[src/source/lc4_params.svh]
`ifndef LC4_PARAMS_SVH
`define LC4_PARAMS_SVH

// machine word, also the width of every address
`define LC4_WORD_W 16

// general purpose registers r0..r7
`define LC4_NREGS 8

// first fetch address after reset
`define LC4_RESET_PC 16'h8200

// opcode field inside an instruction
`define LC4_OPC_MSB 15
`define LC4_OPC_LSB 12

// BR with an empty nzp mask, never taken and writes nothing
`define LC4_NOP_INSN 16'h0000

`endif

[src/source/lc4_pkg.sv]
`include "lc4_params.svh"

package lc4_pkg;

    // data word and register index
    typedef logic [`LC4_WORD_W-1:0] word_t;
    typedef logic [$clog2(`LC4_NREGS)-1:0] rsel_t;

    // one-hot condition code, bit 2 negative, bit 1 zero, bit 0 positive
    typedef logic [2:0] nzp_t;

    // opcodes kept in this core, anything else decodes as a NOP
    typedef enum logic [3:0] {
        OPC_BR      = 4'b0000,
        OPC_ARITH   = 4'b0001,
        OPC_LOGIC   = 4'b0101,
        OPC_LDR     = 4'b0110,
        OPC_STR     = 4'b0111,
        OPC_CONST   = 4'b1001,
        OPC_JMP     = 4'b1100,
        OPC_HICONST = 4'b1101
    } opcode_t;

    // ALU function select
    typedef enum logic [3:0] {
        ALU_ADD,
        ALU_SUB,
        ALU_MUL,
        ALU_ADDI,
        ALU_AND,
        ALU_OR,
        ALU_XOR,
        ALU_NOT,
        ALU_ANDI,
        ALU_CONST,
        ALU_HICONST,
        ALU_MEM,
        ALU_BR,
        ALU_JMP
    } alu_op_t;

    // operand source, register file / memory stage / writeback stage
    typedef enum logic [1:0] {
        FWD_RF,
        FWD_M,
        FWD_W
    } fwd_t;

    // decoded controls, carried down the pipe with each instruction
    typedef struct packed {
        rsel_t   rs;
        rsel_t   rt;
        rsel_t   rd;
        logic    rs_re;
        logic    rt_re;
        logic    reg_we;
        logic    nzp_we;
        logic    is_load;
        logic    is_store;
        logic    is_branch;
        logic    is_jump;
        alu_op_t alu_op;
    } ctrl_t;

endpackage

[src/source/lc4_decoder.sv]
`include "lc4_params.svh"

module lc4_decoder import lc4_pkg::*; (
    input  word_t i_insn,
    output ctrl_t o_ctrl
);

    opcode_t    opc;
    logic [1:0] sub;

    assign opc = opcode_t'(i_insn[`LC4_OPC_MSB:`LC4_OPC_LSB]);
    // register-form sub-op, only meaningful when bit 5 is clear
    assign sub = i_insn[4:3];

    always_comb begin
        logic known;
        known = 1'b1;
        o_ctrl = '0;
        // common field positions, overridden below for STR and HICONST
        o_ctrl.rd = rsel_t'(i_insn[11:9]);
        o_ctrl.rs = rsel_t'(i_insn[8:6]);
        o_ctrl.rt = rsel_t'(i_insn[2:0]);
        case (opc)
            OPC_ARITH: begin
                o_ctrl.rs_re  = 1'b1;
                o_ctrl.reg_we = 1'b1;
                if (i_insn[5]) begin
                    o_ctrl.alu_op = ALU_ADDI;
                end else begin
                    o_ctrl.rt_re = 1'b1;
                    case (sub)
                        2'b00:   o_ctrl.alu_op = ALU_ADD;
                        2'b01:   o_ctrl.alu_op = ALU_MUL;
                        2'b10:   o_ctrl.alu_op = ALU_SUB;
                        // DIV is not implemented
                        default: known = 1'b0;
                    endcase
                end
            end
            OPC_LOGIC: begin
                o_ctrl.rs_re  = 1'b1;
                o_ctrl.reg_we = 1'b1;
                if (i_insn[5]) begin
                    o_ctrl.alu_op = ALU_ANDI;
                end else begin
                    // NOT is the only one that ignores rt
                    o_ctrl.rt_re = (sub != 2'b01);
                    case (sub)
                        2'b00:   o_ctrl.alu_op = ALU_AND;
                        2'b01:   o_ctrl.alu_op = ALU_NOT;
                        2'b10:   o_ctrl.alu_op = ALU_OR;
                        default: o_ctrl.alu_op = ALU_XOR;
                    endcase
                end
            end
            OPC_LDR: begin
                o_ctrl.rs_re   = 1'b1;
                o_ctrl.reg_we  = 1'b1;
                o_ctrl.is_load = 1'b1;
                o_ctrl.alu_op  = ALU_MEM;
            end
            OPC_STR: begin
                // store data register sits in the rd field
                o_ctrl.rt       = rsel_t'(i_insn[11:9]);
                o_ctrl.rs_re    = 1'b1;
                o_ctrl.rt_re    = 1'b1;
                o_ctrl.is_store = 1'b1;
                o_ctrl.alu_op   = ALU_MEM;
            end
            OPC_CONST: begin
                o_ctrl.reg_we = 1'b1;
                o_ctrl.alu_op = ALU_CONST;
            end
            OPC_HICONST: begin
                // keeps the low byte of rd, so rd is also a source
                o_ctrl.rs     = rsel_t'(i_insn[11:9]);
                o_ctrl.rs_re  = 1'b1;
                o_ctrl.reg_we = 1'b1;
                o_ctrl.alu_op = ALU_HICONST;
            end
            OPC_BR: begin
                o_ctrl.is_branch = 1'b1;
                o_ctrl.alu_op    = ALU_BR;
            end
            OPC_JMP: begin
                // bit 11 clear is JMPR, not supported
                o_ctrl.is_jump = i_insn[11];
                o_ctrl.alu_op  = ALU_JMP;
                known          = i_insn[11];
            end
            default: known = 1'b0;
        endcase
        // every register writer also sets nzp
        o_ctrl.nzp_we = o_ctrl.reg_we;
        if (!known) begin
            o_ctrl = '0;
        end
    end

endmodule

[src/source/lc4_regfile.sv]
`include "lc4_params.svh"

module lc4_regfile import lc4_pkg::*; (
    input  logic  gwe,
    input  logic  i_arst_n,
    input  rsel_t i_rs,
    input  rsel_t i_rt,
    output word_t o_rs_data,
    output word_t o_rt_data,
    input  rsel_t i_rd,
    input  word_t i_wdata,
    input  logic  i_we
);

    word_t regs [`LC4_NREGS];

    // single write port, driven from writeback
    always_ff @(posedge gwe or negedge i_arst_n) begin
        if (!i_arst_n) begin
            for (int i = 0; i < `LC4_NREGS; i++) begin
                regs[i] <= '0;
            end
        end else if (i_we) begin
            regs[i_rd] <= i_wdata;
        end
    end

    // write-through, decode sees the value retiring this cycle
    assign o_rs_data = (i_we && (i_rd == i_rs)) ? i_wdata : regs[i_rs];
    assign o_rt_data = (i_we && (i_rd == i_rt)) ? i_wdata : regs[i_rt];

endmodule

[src/source/lc4_alu.sv]
`include "lc4_params.svh"

module lc4_alu import lc4_pkg::*; (
    input  alu_op_t i_op,
    input  word_t   i_insn,
    input  word_t   i_pc,
    input  word_t   i_a,
    input  word_t   i_b,
    output word_t   o_result
);

    word_t imm5;
    word_t imm6;
    word_t imm9;
    word_t imm11;
    word_t hi_byte;
    word_t pc_inc;

    // sign-extended immediates
    assign imm5  = {{(`LC4_WORD_W-5){i_insn[4]}}, i_insn[4:0]};
    assign imm6  = {{(`LC4_WORD_W-6){i_insn[5]}}, i_insn[5:0]};
    assign imm9  = {{(`LC4_WORD_W-9){i_insn[8]}}, i_insn[8:0]};
    assign imm11 = {{(`LC4_WORD_W-11){i_insn[10]}}, i_insn[10:0]};

    // HICONST upper byte
    assign hi_byte = {i_insn[7:0], {(`LC4_WORD_W-8){1'b0}}};

    // branch targets are relative to the next instruction
    assign pc_inc = i_pc + 1'b1;

    always_comb begin
        case (i_op)
            ALU_ADD:     o_result = i_a + i_b;
            ALU_SUB:     o_result = i_a - i_b;
            // low 16 bits of the product
            ALU_MUL:     o_result = i_a * i_b;
            ALU_ADDI:    o_result = i_a + imm5;
            ALU_AND:     o_result = i_a & i_b;
            ALU_OR:      o_result = i_a | i_b;
            ALU_XOR:     o_result = i_a ^ i_b;
            ALU_NOT:     o_result = ~i_a;
            ALU_ANDI:    o_result = i_a & imm5;
            ALU_CONST:   o_result = imm9;
            ALU_HICONST: o_result = (i_a & 16'h00ff) | hi_byte;
            // LDR and STR effective address
            ALU_MEM:     o_result = i_a + imm6;
            ALU_BR:      o_result = pc_inc + imm9;
            ALU_JMP:     o_result = pc_inc + imm11;
            default:     o_result = '0;
        endcase
    end

endmodule

[src/source/lc4_hazard.sv]
module lc4_hazard import lc4_pkg::*; (
    input  ctrl_t i_d_ctrl,
    input  ctrl_t i_x_ctrl,
    input  ctrl_t i_m_ctrl,
    input  ctrl_t i_w_ctrl,
    output logic  o_stall,
    output fwd_t  o_fwd_a,
    output fwd_t  o_fwd_b,
    output logic  o_fwd_st,
    output fwd_t  o_fwd_nzp
);

    logic ld_rs_hit;
    logic ld_rt_hit;

    // load in X feeding decode, data not ready until M
    assign ld_rs_hit = i_d_ctrl.rs_re && (i_d_ctrl.rs == i_x_ctrl.rd);
    // store data is patched later by the WM path, no need to wait
    assign ld_rt_hit = i_d_ctrl.rt_re && (i_d_ctrl.rt == i_x_ctrl.rd) && !i_d_ctrl.is_store;
    assign o_stall   = i_x_ctrl.is_load && i_x_ctrl.reg_we && (ld_rs_hit || ld_rt_hit);

    // MX before WX, the younger writer holds the newer value
    always_comb begin
        if (i_x_ctrl.rs_re && i_m_ctrl.reg_we && (i_x_ctrl.rs == i_m_ctrl.rd)) begin
            o_fwd_a = FWD_M;
        end else if (i_x_ctrl.rs_re && i_w_ctrl.reg_we && (i_x_ctrl.rs == i_w_ctrl.rd)) begin
            o_fwd_a = FWD_W;
        end else begin
            o_fwd_a = FWD_RF;
        end

        if (i_x_ctrl.rt_re && i_m_ctrl.reg_we && (i_x_ctrl.rt == i_m_ctrl.rd)) begin
            o_fwd_b = FWD_M;
        end else if (i_x_ctrl.rt_re && i_w_ctrl.reg_we && (i_x_ctrl.rt == i_w_ctrl.rd)) begin
            o_fwd_b = FWD_W;
        end else begin
            o_fwd_b = FWD_RF;
        end

        // branch condition from the nearest older nzp writer
        if (i_m_ctrl.nzp_we) begin
            o_fwd_nzp = FWD_M;
        end else if (i_w_ctrl.nzp_we) begin
            o_fwd_nzp = FWD_W;
        end else begin
            o_fwd_nzp = FWD_RF;
        end
    end

    // WM, store in M takes data retiring in W
    assign o_fwd_st = i_m_ctrl.is_store && i_w_ctrl.reg_we && (i_m_ctrl.rt == i_w_ctrl.rd);

endmodule

[src/source/lc4_core.sv]
`include "lc4_params.svh"

module lc4_core import lc4_pkg::*; (
    input  logic  gwe,
    input  logic  i_arst_n,
    output word_t o_imem_addr,
    input  word_t i_imem_data,
    output word_t o_dmem_addr,
    output logic  o_dmem_we,
    output word_t o_dmem_wdata,
    input  word_t i_dmem_rdata
);

    // fetch
    word_t f_pc;
    word_t f_pc_next;

    // decode
    word_t d_insn;
    word_t d_pc;
    ctrl_t d_ctrl;
    word_t d_rs_data;
    word_t d_rt_data;

    // execute
    word_t x_insn;
    word_t x_pc;
    ctrl_t x_ctrl;
    word_t x_a;
    word_t x_b;
    word_t x_op_a;
    word_t x_op_b;
    word_t x_alu;
    nzp_t  x_nzp;
    logic  x_taken;
    logic  x_flush;

    // memory
    ctrl_t m_ctrl;
    word_t m_alu;
    word_t m_b;
    word_t m_value;

    // writeback
    ctrl_t w_ctrl;
    word_t w_alu;
    word_t w_ld;
    word_t w_wdata;
    nzp_t  nzp_q;

    logic  stall;
    logic  fwd_st;
    fwd_t  fwd_a;
    fwd_t  fwd_b;
    fwd_t  fwd_nzp;

    function automatic nzp_t nzp_of(word_t v);
        if (v == '0) begin
            return 3'b010;
        end else if (v[`LC4_WORD_W-1]) begin
            return 3'b100;
        end
        return 3'b001;
    endfunction

    // redirect wins, a stall re-fetches the same word
    always_comb begin
        if (x_flush) begin
            f_pc_next = x_alu;
        end else if (stall) begin
            f_pc_next = f_pc;
        end else begin
            f_pc_next = f_pc + 1'b1;
        end
    end

    always_ff @(posedge gwe or negedge i_arst_n) begin
        if (!i_arst_n) begin
            f_pc <= `LC4_RESET_PC;
        end else begin
            f_pc <= f_pc_next;
        end
    end

    assign o_imem_addr = f_pc;

    // F/D, killed on redirect, held on load-use
    always_ff @(posedge gwe or negedge i_arst_n) begin
        if (!i_arst_n) begin
            d_insn <= `LC4_NOP_INSN;
        end else if (x_flush) begin
            d_insn <= `LC4_NOP_INSN;
        end else if (!stall) begin
            d_insn <= i_imem_data;
        end
    end

    always_ff @(posedge gwe) begin
        if (!stall) begin
            d_pc <= f_pc;
        end
    end

    lc4_decoder decoder_i (
        .i_insn (d_insn),
        .o_ctrl (d_ctrl)
    );

    lc4_regfile regfile_i (
        .gwe       (gwe),
        .i_arst_n  (i_arst_n),
        .i_rs      (d_ctrl.rs),
        .i_rt      (d_ctrl.rt),
        .o_rs_data (d_rs_data),
        .o_rt_data (d_rt_data),
        .i_rd      (w_ctrl.rd),
        .i_wdata   (w_wdata),
        .i_we      (w_ctrl.reg_we)
    );

    // D/X, a bubble goes in on stall or redirect
    always_ff @(posedge gwe or negedge i_arst_n) begin
        if (!i_arst_n) begin
            x_ctrl <= '0;
            x_insn <= `LC4_NOP_INSN;
        end else if (x_flush || stall) begin
            x_ctrl <= '0;
            x_insn <= `LC4_NOP_INSN;
        end else begin
            x_ctrl <= d_ctrl;
            x_insn <= d_insn;
        end
    end

    always_ff @(posedge gwe) begin
        x_pc <= d_pc;
        x_a  <= d_rs_data;
        x_b  <= d_rt_data;
    end

    lc4_hazard hazard_i (
        .i_d_ctrl  (d_ctrl),
        .i_x_ctrl  (x_ctrl),
        .i_m_ctrl  (m_ctrl),
        .i_w_ctrl  (w_ctrl),
        .o_stall   (stall),
        .o_fwd_a   (fwd_a),
        .o_fwd_b   (fwd_b),
        .o_fwd_st  (fwd_st),
        .o_fwd_nzp (fwd_nzp)
    );

    // operand bypass into X
    always_comb begin
        case (fwd_a)
            FWD_M:   x_op_a = m_alu;
            FWD_W:   x_op_a = w_wdata;
            default: x_op_a = x_a;
        endcase
        case (fwd_b)
            FWD_M:   x_op_b = m_alu;
            FWD_W:   x_op_b = w_wdata;
            default: x_op_b = x_b;
        endcase
        // a load in M already has its data, so its nzp is usable here
        case (fwd_nzp)
            FWD_M:   x_nzp = nzp_of(m_value);
            FWD_W:   x_nzp = nzp_of(w_wdata);
            default: x_nzp = nzp_q;
        endcase
    end

    lc4_alu alu_i (
        .i_op     (x_ctrl.alu_op),
        .i_insn   (x_insn),
        .i_pc     (x_pc),
        .i_a      (x_op_a),
        .i_b      (x_op_b),
        .o_result (x_alu)
    );

    // nzp mask sits in bits 11:9 of BR
    assign x_taken = x_ctrl.is_branch && |(x_insn[11:9] & x_nzp);
    assign x_flush = x_taken || x_ctrl.is_jump;

    // X/M
    always_ff @(posedge gwe or negedge i_arst_n) begin
        if (!i_arst_n) begin
            m_ctrl <= '0;
        end else begin
            m_ctrl <= x_ctrl;
        end
    end

    always_ff @(posedge gwe) begin
        m_alu <= x_alu;
        m_b   <= x_op_b;
    end

    assign m_value      = m_ctrl.is_load ? i_dmem_rdata : m_alu;
    assign o_dmem_addr  = m_alu;
    assign o_dmem_we    = m_ctrl.is_store;
    assign o_dmem_wdata = fwd_st ? w_wdata : m_b;

    // M/W
    always_ff @(posedge gwe or negedge i_arst_n) begin
        if (!i_arst_n) begin
            w_ctrl <= '0;
        end else begin
            w_ctrl <= m_ctrl;
        end
    end

    always_ff @(posedge gwe) begin
        w_alu <= m_alu;
        w_ld  <= i_dmem_rdata;
    end

    assign w_wdata = w_ctrl.is_load ? w_ld : w_alu;

    // condition code follows the value written back
    always_ff @(posedge gwe or negedge i_arst_n) begin
        if (!i_arst_n) begin
            nzp_q <= 3'b010;
        end else if (w_ctrl.nzp_we) begin
            nzp_q <= nzp_of(w_wdata);
        end
    end

endmodule

[config.mk]
export PLATFORM = sky130hd
export DESIGN_NAME = lc4_core
export DESIGN_NICKNAME = d
export VERILOG_FILES = /design/src/source/lc4_pkg.sv /design/src/source/lc4_decoder.sv /design/src/source/lc4_regfile.sv /design/src/source/lc4_alu.sv /design/src/source/lc4_hazard.sv /design/src/source/lc4_core.sv
export VERILOG_INCLUDE_DIRS = /design/src /design/src/source
export SDC_FILE = /design/constraint.sdc
export NUM_CORES = 1
export LEC_CHECK = 0
export BUFFER_PORTS_ARGS = -buffer_cell sky130_fd_sc_hd__buf_2
export CORE_ASPECT_RATIO = 2
export CORE_UTILIZATION = 65
export DETAILED_ROUTE_END_ITERATION = 6
export GPL_ROUTABILITY_DRIVEN = 0
export GPL_TIMING_DRIVEN = 0
export PLACE_DENSITY = 0.89
export SYNTH_ARGS = -nofsm -noshare
export SYNTH_HDL_FRONTEND = slang
export SYNTH_SLANG_ARGS = --single-unit
[constraint.sdc]
create_clock -name gwe -period 13 [get_ports gwe]
set_input_delay 1.3 -clock gwe [delete_from_list [all_inputs] [get_ports gwe]]
set_output_delay 1.3 -clock gwe [all_outputs]
set_load 0.01 [all_outputs]
==> results.py, run 1 <==
metrics = {
    "synth": {
        "synth_ff_type": "dfrtp_1",
        "synth_top_family_by_area": "compound AO/OA/AOI/OAI gates",
        "yosys_warnings": 0,
        "synthAdderAreaFrac_pct": 13.9,
        "synth-compound-area-share_pct": 18.1,
        "syn-cell-area_um2": 21600,
        "syn_inst": 2520,
        "synth_xor_area_share_pct": 5.16,
        "synth-seq-area-share_pct": 36.8,
        "avgSynthCellArea_um2": 8.59,
        "synthMuxAreaShare_pct": 3.82,
        "synth-seq-cells": 337,
        "synth_edf_count": 16,
        "synthArstFlopShare_pct": 62.0,
        "yosys.area_share.simple_pct": 16.2,
        "syn_nets": 2745,
        "yosysUniqueCellTypes": 80,
    },
    "cts": {
        "cts_buffer_depth": 3,
        "cts_hold_buf": 0,
        "numClockSinks": 337,
        "htree_levels": 1,
        "ctsResizeCount": 0,
        "numCtsBuffers": 30,
        "postCtsSetupRepairBufs": 0,
        "root_buffer": "clkbuf_16",
    },
    "global_routing": {
        "grt_pass1_vias": 23400,
        "grt.overflow.total": 91,
        "grtUsageTotal_pct": 58.1,
        "grt_max_degree": 131,
        "grt_pass1_wl_um": 145000,
    },
    "floorplanning": {
        "rows": 94,
        "io_pins": 83,
        "die_h_um": 260,
        "die_x_um": 131,
        "start_util_pct": 66.0,
    },
    "placed_design": {
        "placed_cells": 3035,
        "pre_cts_ws_ns": 4.00,
        "io_buffers": 82,
        "placed_area_um2": 22600,
        "place_hpwl_um": 61000,
    },
    "status": {
        "error": "[ERROR GRT-0116] Global routing finished with congestion. Check the congestion regions in the DRC Viewer.",
        "outcome": "stopped before the end",
        "stop_stage": "global routing (5_1_grt)",
    },
}
[Yosys cell counts (all sizes together) (46+ instances only)]
master | number | area share (%)
nand2 | 353 | 6.1
nor2 | 295 | 5.1
a21oi | 223 | 5.2
dfrtp | 206 | 24
inv | 188 | 3.3
o21ai | 145 | 3.6
clkbuf | 125 | 2.2
dfxtp | 112 | 10
ha | 109 | 6.3
fa | 82 | 7.6
xnor2 | 69 | 2.8
o22ai | 66 | 1.9
mux2i | 62 | 2.9
xor2 | 46 | 1.9
[cells by family after synthesis]
logic type,count (synthesis)
and+or+nand+nor,822
AOI/OAI and AO/OA,637
DFF,337
buffers and inverters,334
adders and majority gates,191
muxes,80
xor gates and xnor gates,119
[routing by layer]
metal | overflow | track usage (%)
met1 | 0 | 56.4
met2 | 50 | 81.3
met3 | 4 | 33.2
met4 | 36 | 61.3
met5 | 1 | 6.03
[per-stage QoR]
stage	hold slack, ns	util [%]
global placement	0.324	68.9
floorplan	0.323	-
CTS	0.342	72.5
detailed placement	0.329	69.0
==> run 2: changes to the inputs <==
Settings changed: CORE_ASPECT_RATIO 2 to not set, CORE_UTILIZATION 65 to 40, PLACE_DENSITY 0.89 to not set, PLACE_DENSITY_LB_ADDON set to 0.15.
==> results.py, run 2 <==
metrics = {
    "timing": {
        "tightest_slew_ns": 1.46,
        "setup_violations": 0,
        "hold_violations": 0,
        "fin_tns_setup_ns": 0,
        "relSlewSlack_pct": 2.25,
        "rsz0062_at_grt": "false",
        "slew_violations": 0,
        "finClkSkew_ns": 0.0366,
        "finalCriticalPeriod_ns": 9.11,
        "max_freq_mhz": 110,
        "fin_ws_ns": 3.89,
        "fin_crit_sh_pct": 70.1,
    },
    "finish": {
        "seqCellArea_um2": 7960,
        "fill_cells": 5256,
        "syn2layout_area_growth_pct": 12.6,
        "final_cell_mix": "nand2_1 (353), nor2_1 (294), a21oi_1 (223)",
        "multi_input_area_um2": 12400,
        "largest_registers": "regfile_i.regs x128, x_ctrl x20",
        "drive_above_1_share_pct": 8.77,
        "layout_commonest_cell": "nand2_1",
        "antenna_cells": 0,
        "nNetsFinal": 2874,
        "top_register": "regfile_i.regs",
        "postLayoutCoreUtil_pct": 46.0,
        "largest_reg_flops": 128,
    },
    "drt": {
        "dr.pass1.iters": 7,
        "ant_nets": 0,
        "routed_wl_um": 80500,
        "viasPerCell": 5.86,
        "drc": 2,
        "wl_per_cell_um": 23.9,
        "vias": 19700,
        "first_iter_violations": 2203,
    },
    "cts": {
        "ctsResizeCount": 0,
        "root_buffer": "clkbuf_16",
        "cts_buffer_depth": 3,
        "numClockSinks": 337,
        "cts_hold_buf": 0,
        "cts.clk_slew.worst_paths_ns": 0.06,
        "numCtsBuffers": 38,
        "clock_latency_ns": 0.59,
        "htree_levels": 2,
        "postCtsSetupRepairBufs": 0,
        "cts_tree": "built",
    },
    "worst_setup_path": {
        "rrSetupSlack_ns": 3.89,
        "reg2reg_depth": 27,
        "r2r_end": "o_imem_addr[15]",
        "crit_end": "o_imem_addr[15]",
        "critPathLaunchType": "flop",
        "r2r-start": "w_ctrl[7]",
        "worstPathMaxFanout": 10,
        "crit_arrival_ns": 9.57,
        "critical_path_class": "reg2reg",
        "critPathRequiredTime_ns": 13.46,
        "crit_start": "w_ctrl[7]",
        "crit_path_end_kind": "flop",
    },
    "synth": {
        "synth_xor_area_share_pct": 5.16,
        "yosysTopAreaCell": "dfrtp_1",
        "synth_commonest_cells": "nand2_1 (353), nor2_1 (294), a21oi_1 (223)",
        "synth_top_area_share_pct": 23.8,
        "synth-seq-cells": 337,
        "synth-seq-area-share_pct": 36.8,
        "avgSynthCellArea_um2": 8.59,
        "synthMuxAreaShare_pct": 3.82,
        "synth_edf_count": 16,
        "synth_top_family_by_area": "compound AO/OA/AOI/OAI gates",
        "syn_nets": 2745,
        "synthTopCellsByArea": "dfrtp_1 (24%), dfxtp_1 (10%), fa_1 (7.6%)",
        "yosysUniqueCellTypes": 80,
        "syn_inst": 2520,
        "yosys_warnings": 0,
        "synth.most_common_cell": "nand2_1",
        "yosys.area_share.simple_pct": 16.2,
        "synthArstFlopShare_pct": 62.0,
        "synth_ff_type": "dfrtp_1",
        "synthAdderAreaFrac_pct": 13.9,
        "syn-cell-area_um2": 21600,
        "synth-compound-area-share_pct": 18.1,
    },
    "global_routing": {
        "grt_pass1_vias": 19300,
        "grt_max_degree": 108,
        "antenna_found_initial": 0,
        "grt_pass1_wl_um": 120000,
        "grtUsageTotal_pct": 28.9,
        "grt.overflow.total": 0,
    },
    "floorplanning": {
        "die_x_um": 235,
        "start_util_pct": 40.9,
        "core_um2": 53000,
        "die_h_um": 235,
        "io_pins": 83,
        "rows": 84,
        "fp.dieArea_um2": 55000,
    },
    "job": {
        "drv_cap": 0,
    },
    "placed_design": {
        "place_hpwl_um": 61400,
        "pre_cts_ws_ns": 4.09,
        "io_buffers": 82,
    },
    "status": {
        "violations": "DRC",
        "outcome": "finished, violations left",
    },
    "hold_path": {
        "hold_depth": 0,
        "hp-class": "reg2reg",
    },
}
[run 2: layout make-up]
| type | instances | share of cell area, % |
|---|---|---|
| plain buffers | 144 | 2.39 |
| clock buffers | 53 | 4.51 |
| clock inverters | 17 | 0.970 |
| inverters | 190 | 2.94 |
| multi-input cells | 1849 | 50.9 |
| flip-flops and latches | 337 | 32.6 |
| well taps | 688 | 3.53 |
| repair buffers | 89 | 2.16 |
[run 2: cells by family (layout without fill, tap and decap cells)]
group           after synthesis  count (layout)
mux                          80              80
compound gates              637             637
buf+inv                     334             493
fa+ha+maj                   191             191
simple gates                822             822
xor+xnor                    119             119
flops                       337             337
[run 2: worst min path at each step]
| stage | startpoint | endpoint |
|---|---|---|
| floorplan | d_pc[0] | x_pc[0] |
| global placement | d_pc[5] | x_pc[5] |
| detailed placement | d_pc[3] | x_pc[3] |
| CTS | d_pc[7] | x_pc[7] |
| global route | d_pc[7] | x_pc[7] |
| finish | d_pc[4] | x_pc[4] |
[run 2: per-stage QoR]
stage	hold slack [ns]	cells	cell area (um2)
after detailed placement	0.327	3295	23000
final	0.340	3367	24400
after floorplan	0.323	2520	21600
after CTS	0.341	3365	24400
after global placement	0.325	3290	22900
after global routing	0.350	3367	24400
[run 2: layer usage]
layer  share of wire (%)  global-route usage [%]  vias up
met3                  10                    6.60      181
met4                 3.5                    9.37        0
li1                    -                       -     8924
met5                   0                       0        -
met2                  44                    44.8      983
met1                  42                    39.8     9628
[run 2: critical path: stages (launching register included)]
cell,delay [ns]
dfrtp_1,0.31
buf_2,0.19
buf_2,0.31
buf_2,0.34
mux2i_1,0.89
mux2i_1,0.20
mux2i_2,0.77
inv_1,0.48
ha_1,0.34
inv_1,0.07
fa_1,0.41
fa_1,0.51
inv_1,0.05
fa_1,0.49
fa_1,0.49
inv_1,0.05
fa_1,0.45
fa_1,0.40
xnor2_1,0.19
xnor2_1,0.17
xnor2_1,0.16
xnor2_1,0.16
xnor2_1,0.14
xnor3_1,0.43
xnor3_1,0.21
xor2_1,0.19
a221oi_2,0.44
a31oi_1,0.15
Power of run 2 is not shown: default switching activity piles up to over one toggle a cycle in this logic, so the estimate is an artifact.
==> run 3: changes to the inputs <==
Clock period 13 ns to 7.5 ns, I/O delays scaled along.
==> results.py, run 3 (synthesis gave the netlist of run 2 again) <==
metrics = {
    "drt": {
        "dr.pass1.iters": 7,
        "viasPerCell": 5.86,
        "ant_nets": 0,
        "wl_per_cell_um": 23.9,
        "first_iter_violations": 2253,
        "routed_wl_um": 82000,
        "vias": 20100,
        "drc": 7,
    },
    "floorplanning": {
        "fp.dieArea_um2": 55000,
        "die_h_um": 235,
        "io_pins": 83,
        "core_um2": 53000,
        "start_util_pct": 40.9,
        "die_x_um": 235,
        "rows": 84,
    },
    "worst_setup_path": {
        "critical_path_class": "reg2reg",
        "crit_path_top_delay_cell": "fa_1",
        "crit_path_max_incr_delay_ns": 0.54,
        "crit_arrival_ns": 7.77,
        "critPathLaunchType": "flop",
        "worstPathMaxFanout": 7,
        "reg2reg_depth": 25,
        "critPathMostFrequentCell": "fa_1",
        "crit_path_end_kind": "flop",
        "critPathRequiredTime_ns": 7.92,
    },
    "finish": {
        "fill_cells": 5162,
        "syn2layout_area_growth_pct": 17.7,
        "seqCellArea_um2": 7960,
        "multi_input_area_um2": 12800,
        "antenna_cells": 0,
        "layout_commonest_cell": "nand2_1",
        "final_cell_mix": "nand2_1 (350), nor2_1 (293), a21oi_1 (219)",
        "postLayoutCoreUtil_pct": 48.1,
        "drive_above_1_share_pct": 13.2,
        "nNetsFinal": 2939,
        "final_area_um2": 25500,
        "top_register": "regfile_i.regs",
        "largest_registers": "regfile_i.regs x128, x_ctrl x20",
        "largest_reg_flops": 128,
    },
    "placed_design": {
        "io_buffers": 82,
        "placed_area_um2": 23000,
        "place_hpwl_um": 61400,
        "pre_cts_ws_ns": -1.41,
    },
    "timing": {
        "finalCriticalPeriod_ns": 7.35,
        "fin_ws_ns": 0.150,
        "relSlewSlack_pct": 15.6,
        "hold_violations": 0,
        "max_freq_mhz": 136,
        "setup_violations": 0,
        "fin_crit_sh_pct": 98.0,
        "slew_violations": 0,
        "whs_ns": 0.232,
        "tightest_slew_ns": 1.25,
        "finClkSkew_ns": 0.0364,
    },
    "status": {
        "violations": "DRC",
        "outcome": "finished, violations left",
    },
    "cts": {
        "clock_latency_ns": 0.59,
        "root_buffer": "clkbuf_16",
        "numClockSinks": 337,
        "cts.clk_slew.worst_paths_ns": 0.06,
        "cts_tree": "built",
        "cts_buffer_depth": 3,
        "htree_levels": 2,
        "cts_hold_buf": 0,
        "numCtsBuffers": 38,
    },
    "job": {
        "drv_cap": 0,
    },
    "global_routing": {
        "met1_usage_pct": 39.7,
        "antenna_found_initial": 0,
        "gr-usage-met2_pct": 45.5,
        "grt_pass1_vias": 19500,
        "grt.overflow.total": 0,
        "grt_pass1_wl_um": 121000,
        "grt_busiest_layer": "met2",
        "grt_max_degree": 108,
        "grtUsageTotal_pct": 29.1,
        "use_met3_pct": 6.94,
    },
    "hold_path": {
        "hp-class": "in2async",
    },
}
## run 3: cell types whose count changed in the layout (fill, tap and decap cells not counted), sizes merged
cell / previous run / this run
clkinvlp: 0 / 6
inv: 192 / 188
clkinv: 11 / 9
o21ai: 145 / 146
clkbuf: 178 / 175
buf: 108 / 175
## run 3: cell type report
cell class                 count  share of cell area [%]
inverter                     190                    3.00
buffer                       141                    2.55
timing repair buffer         156                    4.29
multi-input combinational   1850                    50.3
clock buffer                  53                    4.31
tap                          688                    3.38
clock inverter                17                   0.928
sequential                   337                    31.3
## run 3: critical path: cells and delay by family (launching register included)
| family | cells | cell delay [ns] |
|---|---|---|
| and+or+nand+nor | 3 | 0.66 |
| buffers and inverters | 5 | 0.46 |
| muxes | 1 | 0.09 |
| xor gates and xnor gates | 2 | 0.42 |
| AOI/OAI and AO/OA | 7 | 1.74 |
| adders and majority gates | 7 | 3.35 |
| DFF | 1 | 0.47 |
## run 3: worst paths after layout
path,from,to,slack (ns)
min reg2reg,d_pc[7],x_pc[7],0.34
min in group gwe,i_dmem_rdata[4],w_ld[4],0.31
max reg2reg,w_ctrl[13],o_imem_addr[12],0.15
min,i_arst_n,regfile_i.regs[88],0.23
max in group asynchronous,i_arst_n,o_imem_addr[5],6.19
max,w_ctrl[13],o_imem_addr[12],0.15
## run 3: metal layers
layer  vias up  wire [um]
met5         -          0
met4         0       2750
met3       178       8490
met2      1013      36300
met1      9867      34400
li1       9066          -
## run 3: through the flow
stage | cells | setup TNS (ns)
after global routing | 3432 | -0.0504
after floorplan | 2520 | 0
after global placement | 3290 | -14.70
final | 3432 | 0
after CTS | 3389 | 0
after detailed placement | 3295 | -15.11
## run 3: timing repair
action | 4_1_cts | 5_1_grt
cloned | 1 | 1
pin swaps | 15 | 20
setup endpoints to repair | 18 | 12
resized for setup | 63 | 59
setup buffers | 25 | 42
Power of run 3 is left out for the same reason.
